**src/common/sqrt_defs.svh**
```systemverilog
`ifndef SQRT_DEFS_SVH
`define SQRT_DEFS_SVH

// number of identical lanes, 2, 4 or 8 all work
`define SQRT_LANES 4

// lane iterations, one root bit each
// root width follows from this, radicand is twice as wide
`define SQRT_ITERS 16

// request tag width
`define SQRT_TAG_W 8

`endif

```
**src/common/sqrt_pkg.sv**
```systemverilog
`include "sqrt_defs.svh"

package sqrt_pkg;

	// widths that carry a meaning
	typedef logic [`SQRT_ITERS-1:0]          half_t;     // one radicand half
	typedef logic [2*`SQRT_ITERS-1:0]        radicand_t; // full radicand
	typedef logic [`SQRT_ITERS-1:0]          root_t;     // integer root
	typedef logic [`SQRT_ITERS:0]            rem_t;      // corrected remainder, up to 2*root
	typedef logic signed [`SQRT_ITERS+1:0]   raw_rem_t;  // lane working remainder
	typedef logic [`SQRT_TAG_W-1:0]          tag_t;
	typedef logic [$clog2(`SQRT_LANES)-1:0]  lane_idx_t; // round-robin pointer

	// request from the caller
	typedef struct packed
	{
		half_t hi;   // upper half, always used
		half_t lo;   // lower half
		logic  size; // 1 = 32-bit radicand, 0 = hi only
		tag_t  tag;  // returned with the result
	} sqrt_req_t;

	// lane to collector, remainder not yet corrected
	typedef struct packed
	{
		root_t    root;
		raw_rem_t rem;
		tag_t     tag;
	} lane_res_t;

	// final result at the top level
	typedef struct packed
	{
		root_t root;
		rem_t  rem;  // radicand - root*root
		tag_t  tag;
	} sqrt_res_t;

	// lane FSM
	typedef enum logic
	{
		st_idle,
		st_iterate
	} lane_state_t;

endpackage

```
**src/hw/sqrt_dispatch.sv**
```systemverilog
`include "sqrt_defs.svh"

module sqrt_dispatch
	import sqrt_pkg::*;
(
	input  logic                   clk,
	input  logic                   rst,
	input  logic                   in_valid,   // request strobe
	input  sqrt_req_t              in_req,
	input  logic [`SQRT_LANES-1:0] lane_ready, // high while lane idle
	output logic [`SQRT_LANES-1:0] lane_load,  // one-hot load strobe
	output sqrt_req_t              lane_req,   // shared by all lanes
	output logic                   busy
);

	lane_idx_t              ptr;        // next lane to serve
	lane_idx_t              ptr_next;
	logic [`SQRT_LANES-1:0] ptr_onehot;
	logic                   load_pend;  // load to pointed lane not yet taken
	logic                   accept;

	// decode pointer
	always_comb
	begin
		for (int i = 0; i < `SQRT_LANES; i++)
			ptr_onehot[i] = (ptr == lane_idx_t'(i));
	end

	// wrap at last lane, also covers non power of two counts
	always_comb
	begin
		if (ptr == lane_idx_t'(`SQRT_LANES - 1))
			ptr_next = '0;
		else
			ptr_next = ptr + 1'b1;
	end

	assign load_pend = |(lane_load & ptr_onehot);

	// pointed lane still busy or about to be
	assign busy = ~lane_ready[ptr] | load_pend;

	// a strobe during busy is dropped
	assign accept = in_valid & ~busy;

	// pointer and load strobe
	always_ff @(posedge clk)
	begin
		if (rst)
		begin
			ptr       <= '0;
			lane_load <= '0;
		end
		else
		begin
			lane_load <= accept ? ptr_onehot : '0; // one cycle strobe
			if (accept)
				ptr <= ptr_next;                   // round robin
		end
	end

	// request payload, held until the next accept
	always_ff @(posedge clk)
	begin
		if (accept)
			lane_req <= in_req;
	end

	// caller must honour busy
	a_no_strobe_when_busy: assert property (
		@(posedge clk) disable iff (rst)
		in_valid |-> !busy
	) else $error("in_valid raised while busy");

endmodule

```
**src/sqrt_lane/sqrt_lane.sv**
```systemverilog
`include "sqrt_defs.svh"

module sqrt_lane
	import sqrt_pkg::*;
(
	input  logic      clk,
	input  logic      rst,
	input  logic      load,  // start strobe from dispatcher
	input  sqrt_req_t req,
	output logic      ready, // idle, may be loaded
	output logic      done,  // one cycle, res valid
	output lane_res_t res
);

	localparam int W     = `SQRT_ITERS;
	localparam int CNT_W = $clog2(`SQRT_ITERS);

	lane_state_t      state;
	logic [CNT_W-1:0] cnt;      // iterations left minus one
	radicand_t        rad;      // shifts left two bits per step
	root_t            root;     // gains one bit per step
	raw_rem_t         rem;      // signed partial remainder
	tag_t             tag;

	logic             sub;      // remainder non-negative, subtract
	raw_rem_t         shifted;  // 4*rem + next radicand pair
	raw_rem_t         trial;    // 4q+1, or 4q+3 with sign bit set
	raw_rem_t         rem_next;

	// add/subtract step
	always_comb
	begin
		sub      = ~rem[W+1];
		shifted  = {rem[W-1:0], rad[2*W-1 -: 2]};  // top bits of rem fall off
		trial    = {root, rem[W+1], 1'b1};
		if (sub)
			rem_next = shifted - trial;
		else
			rem_next = shifted + trial;
	end

	// control FSM
	always_ff @(posedge clk)
	begin
		if (rst)
		begin
			state <= st_idle;
			cnt   <= '0;
			done  <= 1'b0;
		end
		else
		begin
			done <= 1'b0;                                // strobe by default
			case (state)
				st_idle:
				begin
					if (load)
					begin
						state <= st_iterate;
						cnt   <= CNT_W'(`SQRT_ITERS - 1); // 16 steps
					end
				end
				st_iterate:
				begin
					if (cnt == '0)
					begin
						state <= st_idle;                 // ready again with done
						done  <= 1'b1;
					end
					else
						cnt <= cnt - 1'b1;
				end
				default: state <= st_idle;
			endcase
		end
	end

	// datapath
	always_ff @(posedge clk)
	begin
		if (load && state == st_idle)
		begin
			rad  <= {req.hi, (req.size ? req.lo : half_t'(0))}; // lo ignored in 16-bit mode
			root <= '0;
			rem  <= '0;
			tag  <= req.tag;
		end
		else if (state == st_iterate)
		begin
			rad  <= rad << 2;
			root <= {root[W-2:0], ~rem_next[W+1]};  // inverted carry is the new bit
			rem  <= rem_next;
		end
	end

	assign ready    = (state == st_idle);
	assign res.root = root;
	assign res.rem  = rem;  // may be negative, collector corrects
	assign res.tag  = tag;

	// dispatcher must not load a running lane
	a_no_load_while_busy: assert property (
		@(posedge clk) disable iff (rst)
		load |-> state == st_idle
	) else $error("load while lane iterating");

	a_done_one_cycle: assert property (
		@(posedge clk) disable iff (rst)
		done |=> !done
	) else $error("done held longer than one cycle");

	// fixed latency keeps results in request order
	a_fixed_latency: assert property (
		@(posedge clk) disable iff (rst)
		load |-> ##(`SQRT_ITERS + 1) done
	) else $error("lane latency off");

endmodule

```
**src/hw/sqrt_collect.sv**
```systemverilog
`include "sqrt_defs.svh"

module sqrt_collect
	import sqrt_pkg::*;
(
	input  logic                              clk,
	input  logic                              rst,
	input  logic      [`SQRT_LANES-1:0]       lane_done,
	input  lane_res_t [`SQRT_LANES-1:0]       lane_res,
	output logic                              out_valid,
	output sqrt_res_t                         out_res
);

	localparam int W = `SQRT_ITERS;

	lane_res_t sel;       // result of finishing lane
	logic      any_done;
	rem_t      fixed_rem;

	// lane select, only one done at a time
	always_comb
	begin
		sel = '0;
		for (int i = 0; i < `SQRT_LANES; i++)
		begin
			if (lane_done[i])
				sel = lane_res[i];
		end
	end

	assign any_done = |lane_done;

	// negative remainder means last root bit was 0
	// add back 2q+1 to get radicand - q*q
	always_comb
	begin
		if (sel.rem[W+1])
			fixed_rem = rem_t'(sel.rem) + {sel.root, 1'b1};  // wraps to positive
		else
			fixed_rem = rem_t'(sel.rem);
	end

	// output strobe
	always_ff @(posedge clk)
	begin
		if (rst)
			out_valid <= 1'b0;
		else
			out_valid <= any_done;
	end

	// payload, held between strobes
	always_ff @(posedge clk)
	begin
		if (any_done)
		begin
			out_res.root <= sel.root;
			out_res.rem  <= fixed_rem;
			out_res.tag  <= sel.tag;
		end
	end

	// round robin with equal latency means no two lanes finish together
	a_one_done: assert property (
		@(posedge clk) disable iff (rst)
		$onehot0(lane_done)
	) else $error("more than one lane done in a cycle");

	// corrected remainder never exceeds 2*root
	a_rem_range: assert property (
		@(posedge clk) disable iff (rst)
		out_valid |-> out_res.rem <= {out_res.root, 1'b0}
	) else $error("remainder out of range");

endmodule

```
**src/hw/sqrt_array.sv**
```systemverilog
`include "sqrt_defs.svh"

module sqrt_array
	import sqrt_pkg::*;
(
	input  logic      clk,
	input  logic      rst,
	input  logic      in_valid,  // strobe, only while busy low
	input  sqrt_req_t in_req,
	output logic      busy,
	output logic      out_valid, // strobe, 18 edges after request
	output sqrt_res_t out_res
);

	logic      [`SQRT_LANES-1:0] lane_load;
	logic      [`SQRT_LANES-1:0] lane_ready;
	logic      [`SQRT_LANES-1:0] lane_done;
	sqrt_req_t                   lane_req;   // one bus to all lanes
	lane_res_t [`SQRT_LANES-1:0] lane_res;

	// round robin router
	sqrt_dispatch sqrt_dispatch_inst
	(
		.clk        (clk),
		.rst        (rst),
		.in_valid   (in_valid),
		.in_req     (in_req),
		.lane_ready (lane_ready),
		.lane_load  (lane_load),
		.lane_req   (lane_req),
		.busy       (busy)
	);

	// identical iterative lanes
	for (genvar i = 0; i < `SQRT_LANES; i++)
	begin : g_lane
		sqrt_lane sqrt_lane_inst
		(
			.clk   (clk),
			.rst   (rst),
			.load  (lane_load[i]),
			.req   (lane_req),
			.ready (lane_ready[i]),
			.done  (lane_done[i]),
			.res   (lane_res[i])
		);
	end

	// result mux, remainder fix, output register
	sqrt_collect sqrt_collect_inst
	(
		.clk       (clk),
		.rst       (rst),
		.lane_done (lane_done),
		.lane_res  (lane_res),
		.out_valid (out_valid),
		.out_res   (out_res)
	);

endmodule

```
**config.mk**
```make
export PLATFORM = sky130hd
export DESIGN_NAME = sqrt_array
export DESIGN_NICKNAME = d
export VERILOG_FILES = /design/src/common/sqrt_pkg.sv /design/src/hw/sqrt_dispatch.sv /design/src/sqrt_lane/sqrt_lane.sv /design/src/hw/sqrt_collect.sv /design/src/hw/sqrt_array.sv
export VERILOG_INCLUDE_DIRS = /design/src /design/src/common
export SDC_FILE = /design/constraint.sdc
export NUM_CORES = 1
export LEC_CHECK = 0
export BUFFER_PORTS_ARGS = -buffer_cell sky130_fd_sc_hd__buf_2
export CAP_MARGIN = 20
export CORE_UTILIZATION = 58
export CTS_BUF_LIST = sky130_fd_sc_hd__clkbuf_16
export DETAILED_ROUTE_END_ITERATION = 8
export PLACE_DENSITY = 0.75
export SLEW_MARGIN = 15
export SYNTH_ARGS = -nofsm -noshare
export SYNTH_HDL_FRONTEND = slang
export SYNTH_SLANG_ARGS = --single-unit
```
**constraint.sdc**
```tcl
create_clock -name clk -period 11.2 [get_ports clk]
set_input_delay 2.24 -clock clk [delete_from_list [all_inputs] [get_ports clk]]
set_output_delay 2.24 -clock clk [all_outputs]
set_load 0.02 [all_outputs]
```
==> impl_metrics.env, run 1 <==
export IMPL_cts_setup_buffers=0
export IMPL_root_buffer="clkbuf_16"
export IMPL_numClockSinks=409
export IMPL_max_slew_margin_pct=26.9
export IMPL_setup_ws_ns=6.33
export IMPL_maxCapViolCount=0
export IMPL_min_to="g_lane[2].sqrt_lane_inst.rem[9]"
export IMPL_power_density_nw_per_um2=262
export IMPL_critPathLaunchType="flip-flop"
export IMPL_fin_skew_ns=0.0235
export IMPL_syn2layout_area_growth_pct=10.7
export IMPL_multi_input_area_um2=8850
export IMPL_fin_crit_sh_pct=43.4
export IMPL_grt_ovfl_total=0
export IMPL_n_antenna_cell=0
export IMPL_fin_setup_tns_ns=0
export IMPL_num_vias=14900
export IMPL_final_hold_viol_count=0
export IMPL_synthCells=2014
export IMPL_grt_max_degree=79
export IMPL_hp_class="flip-flop to flip-flop"
export IMPL_min_period_ns=4.87
export IMPL_grt_pass1_vias=14300
export IMPL_synth_seq_area_share_pct=52.7
export IMPL_worstSetupPathType="flip-flop to output port"
export IMPL_drive_gt1_share_pct=12.6
export IMPL_reg2regPathDepth=12
export IMPL_dp_cells=2455
export IMPL_vias_per_cell=5.88
export IMPL_dpl_hpwl_mm=30.6
export IMPL_ys_ff_latch=409
export IMPL_finalNetCount=2185
export IMPL_seqCellArea_um2=10600
export IMPL_max_slew_worst_pin_slew_ns=1.09
export IMPL_antenna_found_initial=1
export IMPL_power_leakage_uw=0.00849
export IMPL_dp_slack_ns=6.69
export IMPL_clkTransAtPathRegs_ns=0.06
export IMPL_setup_violations=0
export IMPL_fmax_mhz=206
export IMPL_rsz0062_at_grt="no"
export IMPL_syn_area_um2=20100
export IMPL_min_path_cells=2
export IMPL_status="complete, no violations"
export IMPL_r2r_start="g_lane[2].sqrt_lane_inst.done"
export IMPL_end_kind="output port"
export IMPL_ys_types=62
export IMPL_cts_max_path_buffers=3
export IMPL_cts_hold_buf=0
export IMPL_p_total_uw=5830
export IMPL_hold_start="g_lane[2].sqrt_lane_inst.rem[9]"
export IMPL_postSynthAreaPerCell_um2=9.99
export IMPL_drc=0
export IMPL_drt_initial_drc_count=1066
export IMPL_crit_fanout=27
export IMPL_synthesis_nets=2146
export IMPL_async_reset_ff_share_pct=0
export IMPL_wl_mm=45.0
export IMPL_irDropWorstVdd_uv=200
export IMPL_io_pins=87
export IMPL_die_w_um=188
export IMPL_cts_tree="built"
export IMPL_grt_usage_pct=25.7
export IMPL_fill_cells=2653
export IMPL_routedWlPerCell_um=17.8
export IMPL_h_tree_depth=2
export IMPL_ant_nets=0
export IMPL_portBuffers=86
export IMPL_fp_row_count=67
export IMPL_coreArea_um2=33900
export IMPL_maxSlewViolCount=0
export IMPL_start_util_pct=59.4
export IMPL_grt_pass1_wl_mm=73.1
export IMPL_cts_buffers=43
export IMPL_synth_edf_count=242
export IMPL_gp_congestion=0.970
export IMPL_cts_resized_gates=0
export IMPL_first_pass_iters=6
export IMPL_yosys_warnings=0
export IMPL_ys_flop_type="edfxtp_1"
export IMPL_die_y_um=188
export IMPL_rrSetupSlack_ns=7.18
export IMPL_hold_worst_slack_ns=0.485
export IMPL_crit_required_ns=8.96
export IMPL_dieArea_um2=35400
export IMPL_worstPathArrival_ns=2.63
export IMPL_r2r_end="sqrt_collect_inst.out_res[22]"
export IMPL_instances_no_fill=2535
export IMPL_clkLatencyLatePin_ns=0.58
[kinds of logic after synthesis]
family	share of synthesized area, %
multiplexers	4.33
adder cells (fa/ha/maj)	5.51
AO/OA/AOI/OAI	16.4
XOR/XNOR	6.05
flip-flops	52.7
AND/OR/NAND/NOR	11.6
buffers and inverters	3.41
[worst max-delay path, stage by stage, from the launching register on]
cell and delay, ns:
dfxtp_1 0.94, inv_1 0.16, mux4_2 0.48, and3_1 0.25, inv_1 0.07, buf_2 0.15
[state kept, by name (all words and copies together), names as in the netlist]
signal / cells
g_lane.sqrt_lane_inst.tag: 32
sqrt_collect_inst.out_valid: 1
sqrt_collect_inst.out_res: 41
g_lane.sqrt_lane_inst.root: 64
sqrt_dispatch_inst.lane_load: 4
sqrt_dispatch_inst.ptr: 2
g_lane.sqrt_lane_inst.rem: 72
g_lane.sqrt_lane_inst.state: 4
g_lane.sqrt_lane_inst.cnt: 16
sqrt_dispatch_inst.lane_req: 41
g_lane.sqrt_lane_inst.done: 4
g_lane.sqrt_lane_inst.rad: 128
[area by class of cell]
class / instances / area share (%)
Timing Repair Buffer: 104 / 2.56
Tap cell: 448 / 2.52
Sequential cell: 409 / 47.7
Clock inverter: 36 / 1.49
Multi-Input combinational cell: 1423 / 39.7
Inverter: 72 / 1.21
Clock buffer: 43 / 4.83
[layout by cell type (no fill, tap or decap), types with 7 or more instances in the layout]
master	count
nand2_1	336
edfxtp_1	242
o21ai_0	205
a21oi_1	168
dfxtp_1	162
nor2_1	118
xnor2_1	98
ha_1	87
buf_2	86
inv_1	78
mux2_2	70
clkbuf_16	43
xor2_1	41
o22ai_1	27
nor3_1	22
o31ai_1	19
a211oi_1	17
buf_4	17
a21o_1	16
nor2b_1	14
o21a_1	14
a31oi_1	12
a22oi_1	11
nand2b_1	10
clkinv_2	10
a21boi_0	9
clkinv_1	9
o21bai_1	9
and2_1	8
o211ai_1	8
nor3b_1	7
a22o_1	7
or3_1	7
nand3_1	7
[layer usage]
metal	track usage, %	vias to the layer above	part of all wire [%]
li1	-	7251	-
met1	33.6	7093	43
met2	43.0	457	48
met3	4.21	100	5.5
met4	9.41	0	3.0
met5	0	-	0
[where the power goes]
part           internal (uW)  leakage, uW  switching [uW]
registers               1860      0.00361             256
logic                   1020      0.00416            1270
clock network            821     0.000717             603
[cell usage after synthesis, types with 3 or more instances]
| library cell | n | area [um2] |
|---|---|---|
| a211o_1 | 4 | 35.0 |
| a211oi_1 | 17 | 128 |
| a21boi_0 | 9 | 67.6 |
| a21o_1 | 16 | 120 |
| a21oi_1 | 168 | 841 |
| a22o_1 | 7 | 61.3 |
| a22oi_1 | 12 | 90.1 |
| a31o_2 | 4 | 35.0 |
| a31oi_1 | 12 | 75.1 |
| a32o_1 | 5 | 50.1 |
| and2_1 | 9 | 56.3 |
| buf_1 | 12 | 45.0 |
| buf_2 | 3 | 15.0 |
| clkbuf_1 | 95 | 357 |
| dfxtp_1 | 167 | 3340 |
| edfxtp_1 | 242 | 7270 |
| ha_1 | 87 | 1090 |
| inv_1 | 71 | 267 |
| mux2_2 | 70 | 788 |
| mux2i_1 | 6 | 60.1 |
| nand2_1 | 341 | 1280 |
| nand2b_1 | 10 | 62.6 |
| nand3_1 | 7 | 35.0 |
| nand3b_1 | 3 | 22.5 |
| nand4b_1 | 4 | 35.0 |
| nor2_1 | 119 | 447 |
| nor2b_1 | 14 | 87.6 |
| nor3_1 | 22 | 110 |
| nor3b_1 | 7 | 52.6 |
| nor4_1 | 5 | 31.3 |
| o211ai_1 | 8 | 60.1 |
| o21a_1 | 14 | 105 |
| o21ai_0 | 205 | 1030 |
| o21ai_1 | 3 | 15.0 |
| o21bai_1 | 9 | 67.6 |
| o22ai_1 | 27 | 169 |
| o31a_1 | 3 | 26.3 |
| o31ai_1 | 19 | 143 |
| or3_1 | 7 | 43.8 |
| or4_1 | 3 | 22.5 |
| xnor2_1 | 98 | 858 |
| xor2_1 | 41 | 359 |
[how the worst max path moves through the flow]
stage                                               from                              end  depth (start not counted)
after floorplan                                 in_valid  sqrt_dispatch_inst.lane_load[0]                          4
after global placement    g_lane[0].sqrt_lane_inst.state                             busy                          5
after detailed placement  g_lane[0].sqrt_lane_inst.state                             busy                          5
after CTS                 g_lane[0].sqrt_lane_inst.state                             busy                          5
after global routing      g_lane[3].sqrt_lane_inst.state                             busy                          5
final                     g_lane[3].sqrt_lane_inst.state                             busy                          5
[metrics by stage]
step	cell area (um2)	util (%)
after floorplan	20100	-
after global placement	20800	61.6
after detailed placement	20800	61.6
after CTS	22300	65.7
after global routing	22300	65.8
final	22300	65.8
(Power assumes the default switching activity.)
==> inputs of run 2 (changes only) <==
==> constraint.sdc (replaced) <==
create_clock -name clk -period 4.5 [get_ports clk]
set_input_delay 0.9 -clock clk [delete_from_list [all_inputs] [get_ports clk]]
set_output_delay 0.9 -clock clk [all_outputs]
set_load 0.02 [all_outputs]
==> impl_metrics.env, run 2 (synthesized netlist as in run 1, its figures left out) <==
export IMPL_reg2regPathDepth=14
export IMPL_grtUsageMet3_pct=3.45
export IMPL_max_slew_margin_pct=28.9
export IMPL_fp_row_count=67
export IMPL_maxSlewViolCount=0
export IMPL_mostFrequentLayoutCell="nand2_1"
export IMPL_cts_buffers=43
export IMPL_combPwrFrac_pct=39.7
export IMPL_vias_per_cell=5.85
export IMPL_cts_resized_gates=0
export IMPL_critPathLaunchType="flip-flop"
export IMPL_dpl_hpwl_mm=33.1
export IMPL_grt_pass1_vias=14500
export IMPL_rrSetupSlack_ns=0.71
export IMPL_grt_usage_pct=26.9
export IMPL_setup_ws_ns=0.707
export IMPL_syn2layout_area_growth_pct=11.5
export IMPL_cts_hold_buf=0
export IMPL_max_slew_worst_pin_slew_ns=1.07
export IMPL_worstSetupEndpoint="sqrt_collect_inst.out_res[22]"
export IMPL_crit_fanout=50
export IMPL_dp_slack_ns=0.761
export IMPL_largest_reg_flops=128
export IMPL_crit_required_ns=4.79
export IMPL_clkLatencyLatePin_ns=0.55
export IMPL_ant_nets=0
export IMPL_fill_cells=2668
export IMPL_worstPathArrival_ns=4.08
export IMPL_seqPwrFrac_pct=35.5
export IMPL_coreArea_um2=33900
export IMPL_r2r_start="g_lane[1].sqrt_lane_inst.done"
export IMPL_fin_crit_sh_pct=84.3
export IMPL_cts_tree="built"
export IMPL_crit_path_start="g_lane[1].sqrt_lane_inst.done"
export IMPL_power_density_nw_per_um2=656
export IMPL_grt_use_met1_pct=34.1
export IMPL_regMostFlops="g_lane.sqrt_lane_inst.rad"
export IMPL_min_period_ns=3.79
export IMPL_clkTransAtPathRegs_ns=0.07
export IMPL_finalNetCount=2198
export IMPL_drive_gt1_share_pct=13.1
export IMPL_gp_congestion=0.909
export IMPL_grt_max_degree=51
export IMPL_numClockSinks=409
export IMPL_worstSetupPathType="flip-flop to flip-flop"
export IMPL_dieArea_um2=35400
export IMPL_multi_input_area_um2=8850
export IMPL_met2_usage_pct=46.7
export IMPL_fin_skew_ns=0.0157
export IMPL_p_int_uw=9360
export IMPL_cts_setup_buffers=0
export IMPL_routedWlPerCell_um=18.6
export IMPL_first_pass_iters=5
export IMPL_final_hold_viol_count=0
export IMPL_end_kind="flip-flop"
export IMPL_drt_initial_drc_count=1090
export IMPL_irDropWorstVdd_uv=489
export IMPL_io_pins=87
export IMPL_hp_class="flip-flop to flip-flop"
export IMPL_switching_power_uw=5360
export IMPL_switching_share_pct=36.4
export IMPL_root_buffer="clkbuf_16"
export IMPL_fin_setup_tns_ns=0
export IMPL_seqCellArea_um2=10600
export IMPL_start_util_pct=59.4
export IMPL_status="complete, no violations"
export IMPL_top_usage_layer="met2"
export IMPL_final_cell_mix="nand2_1, edfxtp_1, o21ai_0"
export IMPL_r2r_end="sqrt_collect_inst.out_res[22]"
export IMPL_maxCapViolCount=0
export IMPL_rsz0062_at_grt="no"
export IMPL_portBuffers=86
export IMPL_grt_ovfl_total=0
export IMPL_wl_mm=47.4
export IMPL_antenna_found_initial=1
export IMPL_power_leakage_uw=0.00858
export IMPL_num_vias=14900
export IMPL_die_w_um=188
export IMPL_fmax_mhz=264
export IMPL_h_tree_depth=2
export IMPL_grt_pass1_wl_mm=75.8
export IMPL_drc=0
export IMPL_cts_max_path_buffers=3
export IMPL_pwr_share_clk_pct=24.8
export IMPL_setup_violations=0
export IMPL_die_y_um=188
export IMPL_largestRegisters="g_lane.sqrt_lane_inst.rad x128, g_lane.sqrt_lane_inst.rem x72, g_lane.sqrt_lane_inst.root x64"
## run 2: cell count changes in the layout (fill, tap and decap cells not counted), moves of 2 or more
cell and change:
buf_4 +12, bufinv_16 +2, clkinv_1 +3, clkinv_2 -4, clkinv_8 -2, clkinvlp_4 -2
dfxtp_1 +2, dfxtp_2 -2, inv_1 -3, inv_2 +2, inv_6 +2
## run 2: area by class of cell
type	instances	share of cell area [%]
tap	448	2.50
timing repair buffer	117	3.03
inverter	72	1.20
clock buffer	43	4.80
sequential	409	47.3
multi-input combinational	1423	39.4
antenna	1	0.0112
clock inverter	37	1.71
## run 2: routing by layer
layer | wire, um | vias to the layer above
li1 | - | 7273
met1 | 19900 | 7113
met2 | 23400 | 455
met3 | 2460 | 84
met4 | 1570 | 0
met5 | 0 | -
## run 2: critical path: stages, from the launching register on
cell,delay (ns)
dfxtp_2,0.68
buf_4,0.51
a21oi_1,0.13
nor2_1,0.10
a21oi_1,0.05
o21ai_0,0.22
ha_1,0.31
o21a_1,0.20
o31ai_1,0.13
a31oi_1,0.23
o31a_1,0.32
nor2_1,0.17
o21ai_1,0.09
xor2_1,0.14
mux2_2,0.26
## run 2: worst min path at each step
stage | start | endpoint | slack (ns) | cells after the start
2_1_floorplan | g_lane[3].sqrt_lane_inst.rem[16] | g_lane[3].sqrt_lane_inst.rem[16] | 0.43 | 2
3_5_place_dp | g_lane[2].sqrt_lane_inst.rem[16] | g_lane[2].sqrt_lane_inst.rem[16] | 0.48 | 1
6_report | g_lane[2].sqrt_lane_inst.root[6] | g_lane[2].sqrt_lane_inst.root[7] | 0.49 | 2
3_3_place_gp | g_lane[3].sqrt_lane_inst.rem[10] | g_lane[3].sqrt_lane_inst.rem[10] | 0.47 | 2
5_1_grt | in_req[31] | sqrt_dispatch_inst.lane_req[31] | 0.51 | 1
4_1_cts | g_lane[2].sqrt_lane_inst.root[6] | g_lane[2].sqrt_lane_inst.root[7] | 0.49 | 2
## run 2: power groups by stage
stage	Combinational [uW]	Sequential [uW]	Clock [uW]
finish	5840	5230	3650
global route	6560	5290	3850
CTS	5780	5230	3700
detailed placement	5720	5300	0
global placement	5590	5290	0
floorplan	4680	5020	0
## run 2: per-stage QoR
step           total power (uW)  hold slack, ns  cell area (um2)  util (%)  instances
3_3_place_gp              10900           0.469            20900      61.8       2467
4_1_cts                   14700           0.494            22400      66.1       2547
3_5_place_dp              11000           0.484            20900      61.8       2467
5_1_grt                   15700           0.505            22400      66.2       2549
2_1_floorplan              9700           0.425            20100         -       2014
6_report                  14700           0.494            22400      66.2       2550
